<file path="config.mk">
export PLATFORM = sky130hd
export DESIGN_NAME = floor_controller
export DESIGN_NICKNAME = d
export VERILOG_FILES = /design/src/common/elevator_pkg.sv /design/src/logic/car_dispatch.sv /design/src/logic/floor_controller.sv /design/src/logic/request_capture.sv /design/src/logic/request_queue.sv
export SDC_FILE = /design/constraint.sdc
export NUM_CORES = 1
export LEC_CHECK = 0
export BUFFER_PORTS_ARGS = -buffer_cell sky130_fd_sc_hd__buf_2
export CELL_PAD_IN_SITES_DETAIL_PLACEMENT = 0
export CELL_PAD_IN_SITES_GLOBAL_PLACEMENT = 1
export CORE_MARGIN = 5
export CORE_UTILIZATION = 44
export CTS_BUF_LIST = sky130_fd_sc_hd__clkbuf_8
export DETAILED_ROUTE_END_ITERATION = 12
export PLACE_DENSITY_LB_ADDON = 0.1
export SYNTH_ARGS = -nofsm -noshare
export SYNTH_HDL_FRONTEND = slang
export SYNTH_SLANG_ARGS = --single-unit
</file>
<file path="constraint.sdc">
create_clock -name clock -period 2.7 [get_ports clock]
set_input_delay 0.54 -clock clock [delete_from_list [all_inputs] [get_ports clock]]
set_output_delay 0.54 -clock clock [all_outputs]
set_load 0.005 [all_outputs]
</file>
<file path="src/common/elevator_pkg.sv">
////////////////////////////////////////////////////////////////////////////
// Elevator floor-request controller shared definitions
// Floor and queue sizes, floor and mask types, stage-to-stage structs
////////////////////////////////////////////////////////////////////////////

package elevator_pkg;

    ////////////////////////////////////////////////////////////////////////////
    // Sizes
    ////////////////////////////////////////////////////////////////////////////

    // Floors served by the car, numbered 0 to 10
    localparam int num_floors = 11;

    // Bits of a floor number
    localparam int floor_width = 4;

    // Queue entries, at least num_floors so the queue never fills
    localparam int queue_depth = 16;

    // Queue pointer bits
    localparam int queue_addr_width = 4;

    ////////////////////////////////////////////////////////////////////////////
    // Types
    ////////////////////////////////////////////////////////////////////////////

    // Floor number
    typedef logic [floor_width-1:0] floor_t;

    // One bit per floor, for buttons and lights
    typedef logic [num_floors-1:0] floor_mask_t;

    // Capture to queue, one accepted floor per cycle
    typedef struct packed {
        logic   valid;
        floor_t floor;
    } request_t;

    // Oldest queued floor, valid while the queue holds anything
    typedef struct packed {
        logic   valid;
        floor_t floor;
    } head_t;

    // Dispatch to capture, car has arrived at this floor
    typedef struct packed {
        logic   valid;
        floor_t floor;
    } served_t;

endpackage

</file>
<file path="src/logic/car_dispatch.sv">
////////////////////////////////////////////////////////////////////////////
// Car dispatch stage
// Idle/travel FSM, activate strobe, arrival detection, door gating
////////////////////////////////////////////////////////////////////////////

`timescale 1ns/1ps

module car_dispatch (
    input  logic                  clock,
    input  logic                  reset_n,
    input  elevator_pkg::head_t   head,
    input  elevator_pkg::floor_t  current_floor,
    input  logic                  moving,
    input  logic                  halt,
    input  logic                  door_open_button,
    input  logic                  door_close_button,
    output logic                  pop,
    output elevator_pkg::served_t served,
    output elevator_pkg::floor_t  target_floor,
    output logic                  direction_up,
    output logic                  activate,
    output logic                  door_open_allowed,
    output logic                  door_close_allowed
);

    import elevator_pkg::*;

    typedef enum logic {
        state_idle,
        state_travel
    } state_t;

    state_t state;
    logic   start;
    logic   arrived;

    // Take the oldest floor only with the car standing still
    assign start = (state == state_idle) && head.valid && !moving && !halt;
    assign pop   = start;

    // Car stopped at the floor it was sent to
    assign arrived = (state == state_travel) && !moving && (current_floor == target_floor);

    ////////////////////////////////////////////////////////////////////////////
    // Idle/travel control
    ////////////////////////////////////////////////////////////////////////////

    always_ff @(posedge clock or negedge reset_n) begin
        if (!reset_n) begin
            state        <= state_idle;
            activate     <= 1'b0;
            target_floor <= '0;
            direction_up <= 1'b0;
            served       <= '0;
        end else if (halt) begin
            state        <= state_idle;
            activate     <= 1'b0;
            served.valid <= 1'b0;
        end else begin
            activate     <= start;
            served.valid <= arrived;
            served.floor <= target_floor;
            if (start) begin
                state        <= state_travel;
                target_floor <= head.floor;
                direction_up <= (head.floor > current_floor);
            end else if (arrived) begin
                state <= state_idle;
            end
        end
    end

    ////////////////////////////////////////////////////////////////////////////
    // Doors
    ////////////////////////////////////////////////////////////////////////////

    // Buttons pass through only while stopped and not halted
    assign door_open_allowed  = door_open_button && !moving && !halt;
    assign door_close_allowed = door_close_button && !moving && !halt;

endmodule

</file>
<file path="src/logic/floor_controller.sv">
////////////////////////////////////////////////////////////////////////////
// Elevator floor-request controller top level
// Capture, queue and dispatch stages wired in a pipeline
////////////////////////////////////////////////////////////////////////////

`timescale 1ns/1ps

module floor_controller (
    input  logic                      clock,
    input  logic                      reset_n,
    input  elevator_pkg::floor_mask_t call_buttons,
    input  elevator_pkg::floor_mask_t panel_buttons,
    input  logic                      door_open_button,
    input  logic                      door_close_button,
    input  logic                      emergency,
    input  logic                      power_on,
    input  elevator_pkg::floor_t      current_floor,
    input  logic                      moving,
    output elevator_pkg::floor_t      target_floor,
    output logic                      direction_up,
    output logic                      activate,
    output elevator_pkg::floor_mask_t call_lights,
    output elevator_pkg::floor_mask_t panel_lights,
    output logic                      door_open_allowed,
    output logic                      door_close_allowed
);

    import elevator_pkg::*;

    request_t request;
    head_t    head;
    served_t  served;
    logic     pop;
    logic     halt;

    // Stage 1, buttons to lights and requests
    request_capture request_capture_inst (
        .clock         (clock),
        .reset_n       (reset_n),
        .call_buttons  (call_buttons),
        .panel_buttons (panel_buttons),
        .current_floor (current_floor),
        .power_on      (power_on),
        .emergency     (emergency),
        .served        (served),
        .request       (request),
        .call_lights   (call_lights),
        .panel_lights  (panel_lights),
        .halt          (halt)
    );

    // Stage 2, pending floors in arrival order
    request_queue request_queue_inst (
        .clock   (clock),
        .reset_n (reset_n),
        .request (request),
        .pop     (pop),
        .halt    (halt),
        .head    (head)
    );

    // Stage 3, send the car and watch for arrival
    car_dispatch car_dispatch_inst (
        .clock              (clock),
        .reset_n            (reset_n),
        .head               (head),
        .current_floor      (current_floor),
        .moving             (moving),
        .halt               (halt),
        .door_open_button   (door_open_button),
        .door_close_button  (door_close_button),
        .pop                (pop),
        .served             (served),
        .target_floor       (target_floor),
        .direction_up       (direction_up),
        .activate           (activate),
        .door_open_allowed  (door_open_allowed),
        .door_close_allowed (door_close_allowed)
    );

endmodule

</file>
<file path="src/logic/request_capture.sv">
////////////////////////////////////////////////////////////////////////////
// Request capture stage
// Button latching, call and panel lights, request selection, halt decision
////////////////////////////////////////////////////////////////////////////

`timescale 1ns/1ps

module request_capture (
    input  logic                      clock,
    input  logic                      reset_n,
    input  elevator_pkg::floor_mask_t call_buttons,
    input  elevator_pkg::floor_mask_t panel_buttons,
    input  elevator_pkg::floor_t      current_floor,
    input  logic                      power_on,
    input  logic                      emergency,
    input  elevator_pkg::served_t     served,
    output elevator_pkg::request_t    request,
    output elevator_pkg::floor_mask_t call_lights,
    output elevator_pkg::floor_mask_t panel_lights,
    output logic                      halt
);

    import elevator_pkg::*;

    floor_mask_t eligible;
    floor_mask_t accept_mask;
    floor_mask_t served_mask;
    logic        accept_valid;
    floor_t      accept_floor;

    // Single place where power and emergency are looked at
    assign halt = !power_on || emergency;

    ////////////////////////////////////////////////////////////////////////////
    // Eligibility and selection
    ////////////////////////////////////////////////////////////////////////////

    // Pressed, not where the car is, and not already pending
    always_comb begin
        for (int i = 0; i < num_floors; i++) begin
            eligible[i] = (call_buttons[i] || panel_buttons[i]) &&
                          (current_floor != floor_t'(i)) &&
                          !call_lights[i] && !panel_lights[i];
        end
    end

    // Lowest-numbered eligible floor wins, the rest must keep pressing
    always_comb begin
        accept_valid = 1'b0;
        accept_floor = '0;
        for (int i = num_floors - 1; i >= 0; i--) begin
            if (eligible[i]) begin
                accept_valid = 1'b1;
                accept_floor = floor_t'(i);
            end
        end
        accept_valid = accept_valid && !halt;
    end

    assign accept_mask = accept_valid ? (floor_mask_t'(1) << accept_floor) : '0;
    assign served_mask = served.valid ? (floor_mask_t'(1) << served.floor) : '0;

    ////////////////////////////////////////////////////////////////////////////
    // Lights and request strobe
    ////////////////////////////////////////////////////////////////////////////

    // Only the button(s) actually pressed on the accepted floor light up
    always_ff @(posedge clock or negedge reset_n) begin
        if (!reset_n) begin
            call_lights  <= '0;
            panel_lights <= '0;
        end else if (halt) begin
            call_lights  <= '0;
            panel_lights <= '0;
        end else begin
            call_lights  <= (call_lights | (accept_mask & call_buttons)) & ~served_mask;
            panel_lights <= (panel_lights | (accept_mask & panel_buttons)) & ~served_mask;
        end
    end

    // One-cycle strobe to the queue
    always_ff @(posedge clock or negedge reset_n) begin
        if (!reset_n) begin
            request <= '0;
        end else begin
            request.valid <= accept_valid;
            request.floor <= accept_floor;
        end
    end

endmodule

</file>
<file path="src/logic/request_queue.sv">
////////////////////////////////////////////////////////////////////////////
// Request queue stage
// Circular FIFO of pending floors in arrival order, flushed on halt
////////////////////////////////////////////////////////////////////////////

`timescale 1ns/1ps

module request_queue (
    input  logic                   clock,
    input  logic                   reset_n,
    input  elevator_pkg::request_t request,
    input  logic                   pop,
    input  logic                   halt,
    output elevator_pkg::head_t    head
);

    import elevator_pkg::*;

    floor_t                      mem [queue_depth];
    logic [queue_addr_width-1:0] wr_ptr;
    logic [queue_addr_width-1:0] rd_ptr;
    logic [queue_addr_width:0]   count;
    logic                        push;
    logic                        pull;
    logic                        not_empty;

    // A floor is pending once at most, so there is always room
    assign push      = request.valid && !halt;
    assign not_empty = (count != '0);
    assign pull      = pop && not_empty;

    // Head is read straight out of storage
    assign head = '{valid: not_empty, floor: mem[rd_ptr]};

    always_ff @(posedge clock) begin
        if (push) begin
            mem[wr_ptr] <= request.floor;
        end
    end

    ////////////////////////////////////////////////////////////////////////////
    // Pointers and occupancy
    ////////////////////////////////////////////////////////////////////////////

    always_ff @(posedge clock or negedge reset_n) begin
        if (!reset_n) begin
            wr_ptr <= '0;
            rd_ptr <= '0;
            count  <= '0;
        end else if (halt) begin
            // Flush, nothing queued before a halt is served after it
            wr_ptr <= '0;
            rd_ptr <= '0;
            count  <= '0;
        end else begin
            if (push) begin
                wr_ptr <= wr_ptr + 1'b1;
            end
            if (pull) begin
                rd_ptr <= rd_ptr + 1'b1;
            end
            case ({push, pull})
                2'b10:   count <= count + 1'b1;
                2'b01:   count <= count - 1'b1;
                default: count <= count;
            endcase
        end
    end

endmodule

</file>
==> qor.csv, run 1 <==
stage,metric,value,unit
finish,layout.cells.non_filler,778,
placement,io_buffer_count,62,
floorplanning,die_h,124,um
timing,maxSlewViolCount,0,
routing,dr.pass1.iters,4,
worst_setup_path,cpMostUsedCell,o21ai_0,
logic_synthesis,netlist_instances,495,
logic_synthesis,yosysTopAreaCellShare,33.8,%
clock_network,clockBufferDepth,2,
global_route,grt_pass1_vias,4233,
logic_synthesis,synthFlopType,edfxtp_1,
timing,whs,0.163,ns
logic_synthesis,synth_seq_area_share,56.6,%
logic_synthesis,yosys.area.top_type,edfxtp_1,
clock_network,cts-root-buf,clkbuf_8,
pwr,power.density,562,mW/mm^2
logic_synthesis,ys_seq_elements,116,
worst_setup_path,setup.worst_path.start_class,flop,
global_route,grt_pass1_wl,22600,um
clock_network,cts-htree-levels,4,
worst_setup_path,path_max_fanout,19,
timing,fin_ws,0.103,ns
floorplanning,die_area,0.0153,sq mm
worst_setup_path,end_kind,flop,
timing,period_share,96.2,%
worst_setup_path,worstSetupPathType,reg2reg,
clock_network,clk_latency,0.43,ns
finish,design_area,0.00687,sq mm
finish,n_antenna_cell,0,
floorplanning,io_pins,63,
clock_network,cts_hold_buf,0,
global_route,antenna_found_initial,0,
routing,vias_per_cell,5.48,
routing,drt-initial-drc-count,383,
worst_setup_path,critical_path.max_stage_delay,0.54,ns
pwr,peakVddDrop,0.000533,V
global_route,grt_max_degree,31,
logic_synthesis,synth_edf_count,64,
timing,slew_headroom,47.2,%
routing,wl_per_cell,18.3,um
routing,vias,4261,
timing,max_freq,385,MHz
logic_synthesis,syn_area,0.00569,sq mm
clock_network,cts_tree,done,
routing,ant_nets,0,
worst_hold_path,hold_class,in2async,
finish,area_delta_synth_final,20.7,%
clock_network,numCtsBuffers,17,
routing,drc_errors,0,
finish,nets,640,
logic_synthesis,ys_top_cells_by_area,"edfxtp_1, dfrtp_1, nor2_1",
outcome,outcome,"finished, final reports clean",
finish,drive_above_1_share,26.6,%
floorplanning,fp.dieW,124,um
routing,finalWirelength,14300,um
global_route,grt_use_total,19.8,%
placement,pre_cts_slack,-0.00528,ns
worst_setup_path,arrival,2.91,ns
global_route,overflow,0,
logic_synthesis,ys_types,71,
floorplanning,start_util,44.9,%
placement,dpl_cell_area,0.00639,sq mm
placement,dp_hpwl,10700,um
clock_network,clkTransAtPathRegs,0.07,ns
worst_setup_path,slowest_stage,mux4_2,
floorplanning,coreArea,0.0127,sq mm
logic_synthesis,syn_nets,542,
clock_network,cts_sinks,116,
flow_run,maxCapViolCount,0,
pwr,power.leakage,2.82,nW
worst_setup_path,crit_chain,buf_12 > mux4_2 > a22oi_2 > nand2_1 > ha_1 > nor2b_1 > o21ai_0 > nand2b_1 > a21oi_1 > a41o_1 > o21ai_0,
floorplanning,row_count,41,
timing,period_minus_slack,2.60,ns
timing,setup_violations,0,
placement,gp_congestion,0.838,
logic_synthesis,async_reset_ff_share,44.8,%
worst_setup_path,worstPathRequired,3.01,ns
placement,dpl.cell_count,740,
timing,clock_skew,0.0103,ns
logic_synthesis,synth_area_per_cell,11.5,sq um
finish,utilization,54.2,%
timing,final-hold-violation-count,0,
logic_synthesis,yosys_warnings,0,
timing,tightest_slew,0.792,ns
where the power goes:
group	internal, mW	switching [mW]	leakage [nW]	total (mW)
Sequential	1.90	0.0506	1.30	1.95
Combinational	0.105	0.171	1.31	0.275
Clock	0.979	0.657	0.214	1.64
Total	2.98	0.878	2.82	3.86
cells by family (layout without fill, tap and decap cells):
group	Yosys count	count (layout)	synth area share, %
xor gates and xnor gates	11	11	1.69
adders and majority gates	14	14	3.21
DFF	116	116	56.6
and+or+nand+nor	186	186	16.4
buffers and inverters	30	141	2.29
AOI/OAI and AO/OA	112	112	13.4
muxes	26	26	6.42
Yosys cell counts, drive strengths merged (5+ instances only):
cell,number
or2,6
nor2b,7
mux4,8
buf,9
a221oi,6
a21oi,30
nor3b,8
nand2,50
inv,11
dfrtp,52
ha,13
nand4,5
nor3,8
edfxtp,64
nor2,61
nor4,7
nand3,12
mux2i,14
o21ai,29
xor2,8
clkbuf,10
metal layers:
metal	up-vias	track usage (%)	share of wire (%)
met1	2082	29.1	49
met3	10	5.40	5.2
li1	2055	-	-
met4	0	5.88	0.83
met5	-	0	0
met2	114	28.8	45
state kept, by name, indices dropped and copies added, names as in the netlist, 4 cells and up:
| signal | cells |
|---|---|
| car_dispatch_inst.served | 5 |
| car_dispatch_inst.target_floor | 4 |
| request_capture_inst.call_lights | 11 |
| request_capture_inst.panel_lights | 11 |
| request_capture_inst.request | 5 |
| request_queue_inst.count | 5 |
| request_queue_inst.mem | 64 |
| request_queue_inst.rd_ptr | 4 |
| request_queue_inst.wr_ptr | 4 |
area by class of cell:
class | count | area, sq um
clock buffer | 17 | 234
clock inverter | 15 | 170
fill | 1153 | 5800
inverter | 11 | 43.8
multi-input combinational | 349 | 2380
sequential | 116 | 3230
tap | 172 | 215
timing repair buffer | 98 | 606
critical path, delay by kind of cell (launching register included):
family	cells	cell delay (ns)
compound gates	5	0.74
mux	1	0.54
flops	1	0.43
fa+ha+maj	1	0.29
simple gates	3	0.28
buf+inv	1	0.19
repair_timing:
item | 4_1_cts | 5_1_grt
setup buffers | 0 | 6
resized for setup | 0 | 9
setup endpoints to repair | 0 | 2
per-stage QoR:
step | power (mW) | setup TNS [ns]
2_1_floorplan | 2.12 | 0
3_3_place_gp | 2.26 | 0
3_5_place_dp | 2.26 | -0.00528
4_1_cts | 3.90 | 0
5_1_grt | 4.03 | -0.0331
6_report | 3.86 | 0
cell usage in the layout (no fill, tap or decap), drive strengths merged, types with 7 or more instances in the layout:
master and count:
nor2 61, nand2 50, nor3b 8, clkbuf 17
a21oi 30, nand3 12, ha 13, dfrtp 52
mux2i 14, o21ai 29, mux4 8, buf 98
nor3 8, nor4 7, clkinv 8, nor2b 7
inv 14, xor2 8, edfxtp 64
path summary, 6_finish.rpt:
path	from	end	slack [ns]	cells past startpoint
min in group clock	panel_buttons[8]	request_capture_inst.panel_lights[8]	0.36	3
hold reg to reg	request_capture_inst.call_lights[3]	request_capture_inst.call_lights[3]	0.51	2
hold / removal	reset_n	request_queue_inst.rd_ptr[3]	0.16	1
max in group asynchronous	reset_n	request_capture_inst.panel_lights[10]	1.88	2
setup reg to reg	request_queue_inst.rd_ptr[0]	car_dispatch_inst.direction_up	0.10	11
setup / recovery	request_queue_inst.rd_ptr[0]	car_dispatch_inst.direction_up	0.10	11
No activity file was read; power rests on OpenSTA's default activity.
==> inputs of run 2 (changes only) <==
- ABC_AREA: unset -> 1
- CORE_UTILIZATION: 44 -> 43
==> qor.csv, run 2 <==
stage,metric,value,unit
logic_synthesis,synth_edf_count,64,
floorplanning,coreArea,0.0126,sq mm
pwr,peakVddDrop,0.000254,V
finish,top_register,request_queue_inst.mem,
timing,maxSlewViolCount,0,
worst_setup_path,path_max_fanout,34,
logic_synthesis,syn_nets,610,
routing,drt-initial-drc-count,275,
worst_setup_path,startpoint,request_queue_inst.rd_ptr[0],
routing,drc_errors,0,
worst_setup_path,end_kind,flop,
timing,rsz0062_at_grt,no,
logic_synthesis,synth_seq_area_share,58.3,%
logic_synthesis,yosys.area.top_type,edfxtp_1,
finish,nFillCells,1207,
pwr,finalPower,3.88,mW
routing,ant_nets,0,
placement,pre_cts_slack,0.210,ns
floorplanning,row_count,41,
finish,utilization,52.2,%
worst_setup_path,regToRegEndpoint,car_dispatch_inst.direction_up,
routing,finalWirelength,13800,um
global_route,antenna_found_initial,0,
global_route,grt_use_total,19.5,%
global_route,grt_pass1_vias,4318,
worst_setup_path,worstPathRequired,3.02,ns
worst_setup_path,worstSetupEndpoint,car_dispatch_inst.direction_up,
finish,largest_reg_flops,64,
clock_network,clk_latency,0.43,ns
timing,fin_ws,0.199,ns
clock_network,cts-root-buf,clkbuf_8,
finish,drive_above_1_share,23.0,%
routing,vias,4318,
finish,design_area,0.00658,sq mm
global_route,grt_pass1_wl,22100,um
clock_network,cts_tree,done,
logic_synthesis,ys_types,43,
clock_network,cts_sinks,116,
logic_synthesis,netlist_instances,563,
worst_setup_path,arrival,2.82,ns
logic_synthesis,ys_seq_elements,116,
worst_setup_path,worstSetupPathType,reg2reg,
logic_synthesis,synth_area_per_cell,9.82,sq um
worst_setup_path,setup.worst_path.start_class,flop,
placement,io_buffer_count,62,
floorplanning,die_area,0.0152,sq mm
finish,final_cell_mix,"nor2_1, nand2_1, edfxtp_1",
logic_synthesis,synthFlopType,edfxtp_1,
clock_network,post_cts_buffers,0,
routing,wl_per_cell,16.6,um
floorplanning,start_util,43.8,%
clock_network,cts_resized,0,
floorplanning,fp.dieW,123,um
finish,seq_area,0.00322,sq mm
timing,clock_skew,0.00966,ns
clock_network,clkTransAtPathRegs,0.07,ns
outcome,outcome,"finished, final reports clean",
worst_setup_path,rr_startpoint,request_queue_inst.rd_ptr[0],
logic_synthesis,yosysMostFrequentCell,nor2_1,
finish,reg.largest.list,"request_queue_inst.mem (64), request_capture_inst.call_lights (11), request_capture_inst.panel_lights (11)",
timing,period_share,92.6,%
timing,final-hold-violation-count,0,
routing,vias_per_cell,5.18,
timing,slew_headroom,50.9,%
worst_setup_path,r2r_setup_slack,0.20,ns
logic_synthesis,yosysTopAreaCellShare,34.8,%
floorplanning,io_pins,63,
logic_synthesis,ys_top_cells_by_area,"edfxtp_1, dfrtp_1, o21ai_0",
finish,multi_input_area,0.00203,sq mm
finish,n_antenna_cell,0,
flow_run,maxCapViolCount,0,
logic_synthesis,yosys_warnings,0,
logic_synthesis,async_reset_ff_share,44.8,%
worst_hold_path,hold_class,in2async,
worst_setup_path,reg2reg_depth,11,
placement,gp_congestion,0.835,
logic_synthesis,synth.top_cells.by_count,"nor2_1, nand2_1, edfxtp_1",
floorplanning,die_h,123,um
finish,nets,696,
finish,area_delta_synth_final,19.0,%
global_route,grt_max_degree,53,
finish,final_common_cell,nor2_1,
timing,tightest_slew,0.727,ns
timing,finalSetupTns,0,ns
clock_network,cts-htree-levels,4,
clock_network,cts_hold_buf,0,
timing,period_minus_slack,2.50,ns
routing,dr.pass1.iters,4,
placement,dp_hpwl,10300,um
pwr,power.density,589,mW/mm^2
clock_network,numCtsBuffers,17,
placement,dpl_cell_area,0.00615,sq mm
timing,max_freq,400,MHz
global_route,overflow,0,
pwr,power.leakage,2.74,nW
clock_network,clockBufferDepth,2,
logic_synthesis,syn_area,0.00553,sq mm
timing,setup_violations,0,
==> run 2: changes by cell type after synthesis, sizes merged, moves of 7 or more <==
cell | previous run | this run
o21ai | 29 | 61
nor3b | 8 | 1
buf | 9 | 0
mux2i | 14 | 0
nor2b | 7 | 0
nor2 | 61 | 89
mux4 | 8 | 0
o22ai | 2 | 15
nand3 | 12 | 21
nand2 | 50 | 84
nor3 | 8 | 16
inv | 11 | 59
==> run 2: cell type report <==
type                       count  share of cell area [%]
sequential                   116                    49.0
tap                          172                    3.27
timing repair buffer          81                    6.88
inverter                      61                    3.48
clock inverter                14                    2.81
multi-input combinational    372                    30.8
clock buffer                  18                    3.76
==> run 2: worst min path at each step <==
| stage | startpoint | end | slack (ns) | depth (start not counted) |
|---|---|---|---|---|
| 3_3_place_gp | request_queue_inst.wr_ptr[3] | request_queue_inst.wr_ptr[3] | 0.50 | 1 |
| 3_5_place_dp | request_queue_inst.wr_ptr[3] | request_queue_inst.wr_ptr[3] | 0.51 | 1 |
| 4_1_cts | reset_n | request_capture_inst.panel_lights[1] | 0.23 | 2 |
| 6_report | reset_n | request_capture_inst.panel_lights[1] | 0.23 | 2 |
| 2_1_floorplan | reset_n | car_dispatch_inst.activate | 0.24 | 0 |
| 5_1_grt | reset_n | request_capture_inst.panel_lights[1] | 0.28 | 2 |
==> run 2: through the flow <==
| step | hold WS, ns | instances |
|---|---|---|
| floorplan | 0.244 | 563 |
| global placement | 0.501 | 802 |
| detailed placement | 0.510 | 802 |
| CTS | 0.232 | 834 |
| global route | 0.275 | 834 |
| finish | 0.231 | 834 |
==> run 2: cell families after synthesis <==
family                     Yosys count  share of synthesized area, %
AOI/OAI and AO/OA                  129                          13.7
DFF                                116                          58.3
adders and majority gates           14                          3.30
buffers and inverters               75                          5.09
xor gates and xnor gates             6                         0.950
and+or+nand+nor                    223                          18.7
==> run 2: worst max-delay path, stage by stage (launching register included) <==
cell and delay [ns]:
dfrtp_1 0.34, buf_4 0.32, o21ai_0 0.15, o22ai_1 0.17
nor2_1 0.06, o32ai_1 0.49, ha_1 0.34, inv_1 0.06
nor2_1 0.04, o211ai_1 0.14, a21oi_1 0.09, a22o_1 0.19
==> run 2: routing by layer <==
layer	wire length, um	vias to the layer above	track usage (%)
met5	0	-	0
met4	122	0	6.30
met3	568	10	4.53
met2	6930	104	32.5
met1	6180	2083	25.2
li1	-	2121	-
==> run 2: power breakdown <==
part | internal (mW) | switching [mW]
logic | 0.0786 | 0.152
registers | 1.89 | 0.0346
clock network | 1.02 | 0.700
==> inputs of run 3 (changes only) <==
- CORE_MARGIN: 5 -> 10
- GPL_ROUTABILITY_DRIVEN: unset -> 0
==> qor.csv, run 3 (synthesized netlist as in run 2, its figures left out) <==
stage,metric,value,unit
outcome,outcome,"finished, final reports clean",
timing,period_minus_slack,2.47,ns
timing,clock_skew,0.0139,ns
timing,finalSetupTns,0,ns
timing,maxSlewViolCount,0,
timing,period_share,91.5,%
clock_network,cts_resized,0,
clock_network,clk_latency,0.44,ns
placement,io_buffer_count,62,
worst_setup_path,reg2reg_depth,13,
worst_setup_path,worstSetupEndpoint,car_dispatch_inst.direction_up,
finish,utilization,52.2,%
floorplanning,io_pins,63,
finish,area_delta_synth_final,19.1,%
finish,reg.largest.list,"request_queue_inst.mem (64), request_capture_inst.call_lights (11), request_capture_inst.panel_lights (11)",
timing,max_freq,405,MHz
routing,drc_errors,0,
clock_network,post_cts_buffers,0,
clock_network,clockBufferDepth,2,
finish,nets,697,
worst_setup_path,regToRegEndpoint,car_dispatch_inst.direction_up,
clock_network,clkTransAtPathRegs,0.07,ns
global_route,grt_max_degree,53,
timing,slew_headroom,50.3,%
worst_hold_path,hold_class,in2async,
global_route,antenna_found_initial,0,
worst_setup_path,path_max_fanout,10,
clock_network,cts_sinks,116,
worst_setup_path,startpoint,request_queue_inst.rd_ptr[1],
worst_setup_path,worstSetupPathType,reg2reg,
floorplanning,fp.dieW,133,um
pwr,power.leakage,2.76,nW
routing,ant_nets,0,
placement,dp_hpwl,10700,um
flow_run,maxCapViolCount,0,
finish,largest_reg_flops,64,
global_route,overflow,0,
floorplanning,die_area,0.0178,sq mm
routing,finalWirelength,14300,um
worst_setup_path,arrival,2.79,ns
finish,top_register,request_queue_inst.mem,
clock_network,cts_hold_buf,0,
worst_setup_path,rr_startpoint,request_queue_inst.rd_ptr[1],
finish,drive_above_1_share,22.2,%
global_route,grt_use_total,16.6,%
worst_setup_path,r2r_setup_slack,0.23,ns
routing,wl_met2,7110,um
floorplanning,coreArea,0.0126,sq mm
global_route,grt_pass1_wl,23300,um
finish,final_cell_mix,"nor2_1, nand2_1, edfxtp_1",
timing,setup_violations,0,
routing,routed.top_layer,met4,
routing,vias_per_cell,5.10,
global_route,grt_pass1_vias,4415,
clock_network,cts-htree-levels,4,
timing,rsz0062_at_grt,no,
clock_network,numCtsBuffers,17,
routing,vias,4256,
floorplanning,die_h,133,um
worst_setup_path,setup.worst_path.start_class,flop,
timing,tightest_slew,0.740,ns
routing,detailroute.wirelength.met3,605,um
routing,wl_per_cell,17.2,um
clock_network,cts-root-buf,clkbuf_8,
clock_network,cts_tree,done,
finish,final_common_cell,nor2_1,
worst_setup_path,worstPathRequired,3.02,ns
floorplanning,row_count,41,
pwr,finalPower,3.92,mW
routing,met1_length,6460,um
worst_setup_path,end_kind,flop,
timing,final-hold-violation-count,0,
routing,dr.pass1.iters,5,
pwr,power.density,596,mW/mm^2
finish,n_antenna_cell,0,
routing,drt-initial-drc-count,243,
floorplanning,start_util,43.8,%
pwr,peakVddDrop,0.000265,V
## run 3: cell count changes in the layout (fill, tap and decap cells not counted)
cell	previous run	this run
inv_1	49	52
clkinv_1	3	6
clkinv_2	3	1
clkbuf_8	18	17
bufinv_16	4	5
buf_4	19	20
clkinvlp_4	5	2
clkinv_4	1	0
## run 3: layout make-up
class | count | area (sq um)
fill | 1225 | 6030
sequential | 116 | 3220
timing repair buffer | 82 | 460
tap | 172 | 215
clock inverter | 15 | 196
multi-input combinational | 372 | 2030
clock buffer | 17 | 234
inverter | 61 | 229
## run 3: worst min path at each step
stage                                           endpoint  cells after the start
global placement    request_capture_inst.panel_lights[5]                      2
finish              request_capture_inst.panel_lights[1]                      2
global route        request_capture_inst.panel_lights[1]                      2
detailed placement   request_capture_inst.call_lights[5]                      2
CTS                 request_capture_inst.panel_lights[1]                      2
floorplan                     car_dispatch_inst.activate                      0
## run 3: routing by layer
layer / GRT usage [%] / vias up
met3: 4.85 / 15
met5: 0 / -
li1: - / 2126
met1: 20.4 / 2039
met2: 27.7 / 76
met4: 4.72 / 0
## run 3: where the power goes
part	switching [mW]	internal [mW]	total [mW]
logic	0.153	0.0793	0.232
registers	0.0341	1.89	1.92
clock network	0.694	1.07	1.77
## run 3: through the flow
stage | worst slack (ns) | area, sq um | hold slack (ns) | std cells
detailed placement | 0.239 | 6160 | 0.519 | 803
global placement | 0.300 | 6160 | 0.506 | 803
global route | 0.0777 | 6590 | 0.271 | 835
floorplan | 0.109 | 5530 | 0.244 | 563
CTS | 0.232 | 6590 | 0.237 | 835
finish | 0.230 | 6590 | 0.225 | 835
## run 3: critical path: stages (launching register included)
cell      delay, ns
dfrtp_1        0.38
inv_1          0.24
buf_4          0.19
o21ai_0        0.09
o22ai_1        0.14
nor2_1         0.06
o32ai_1        0.31
buf_4          0.19
ha_1           0.23
inv_1          0.06
nor2_1         0.04
o211ai_1       0.15
a21oi_1        0.09
a22o_1         0.19
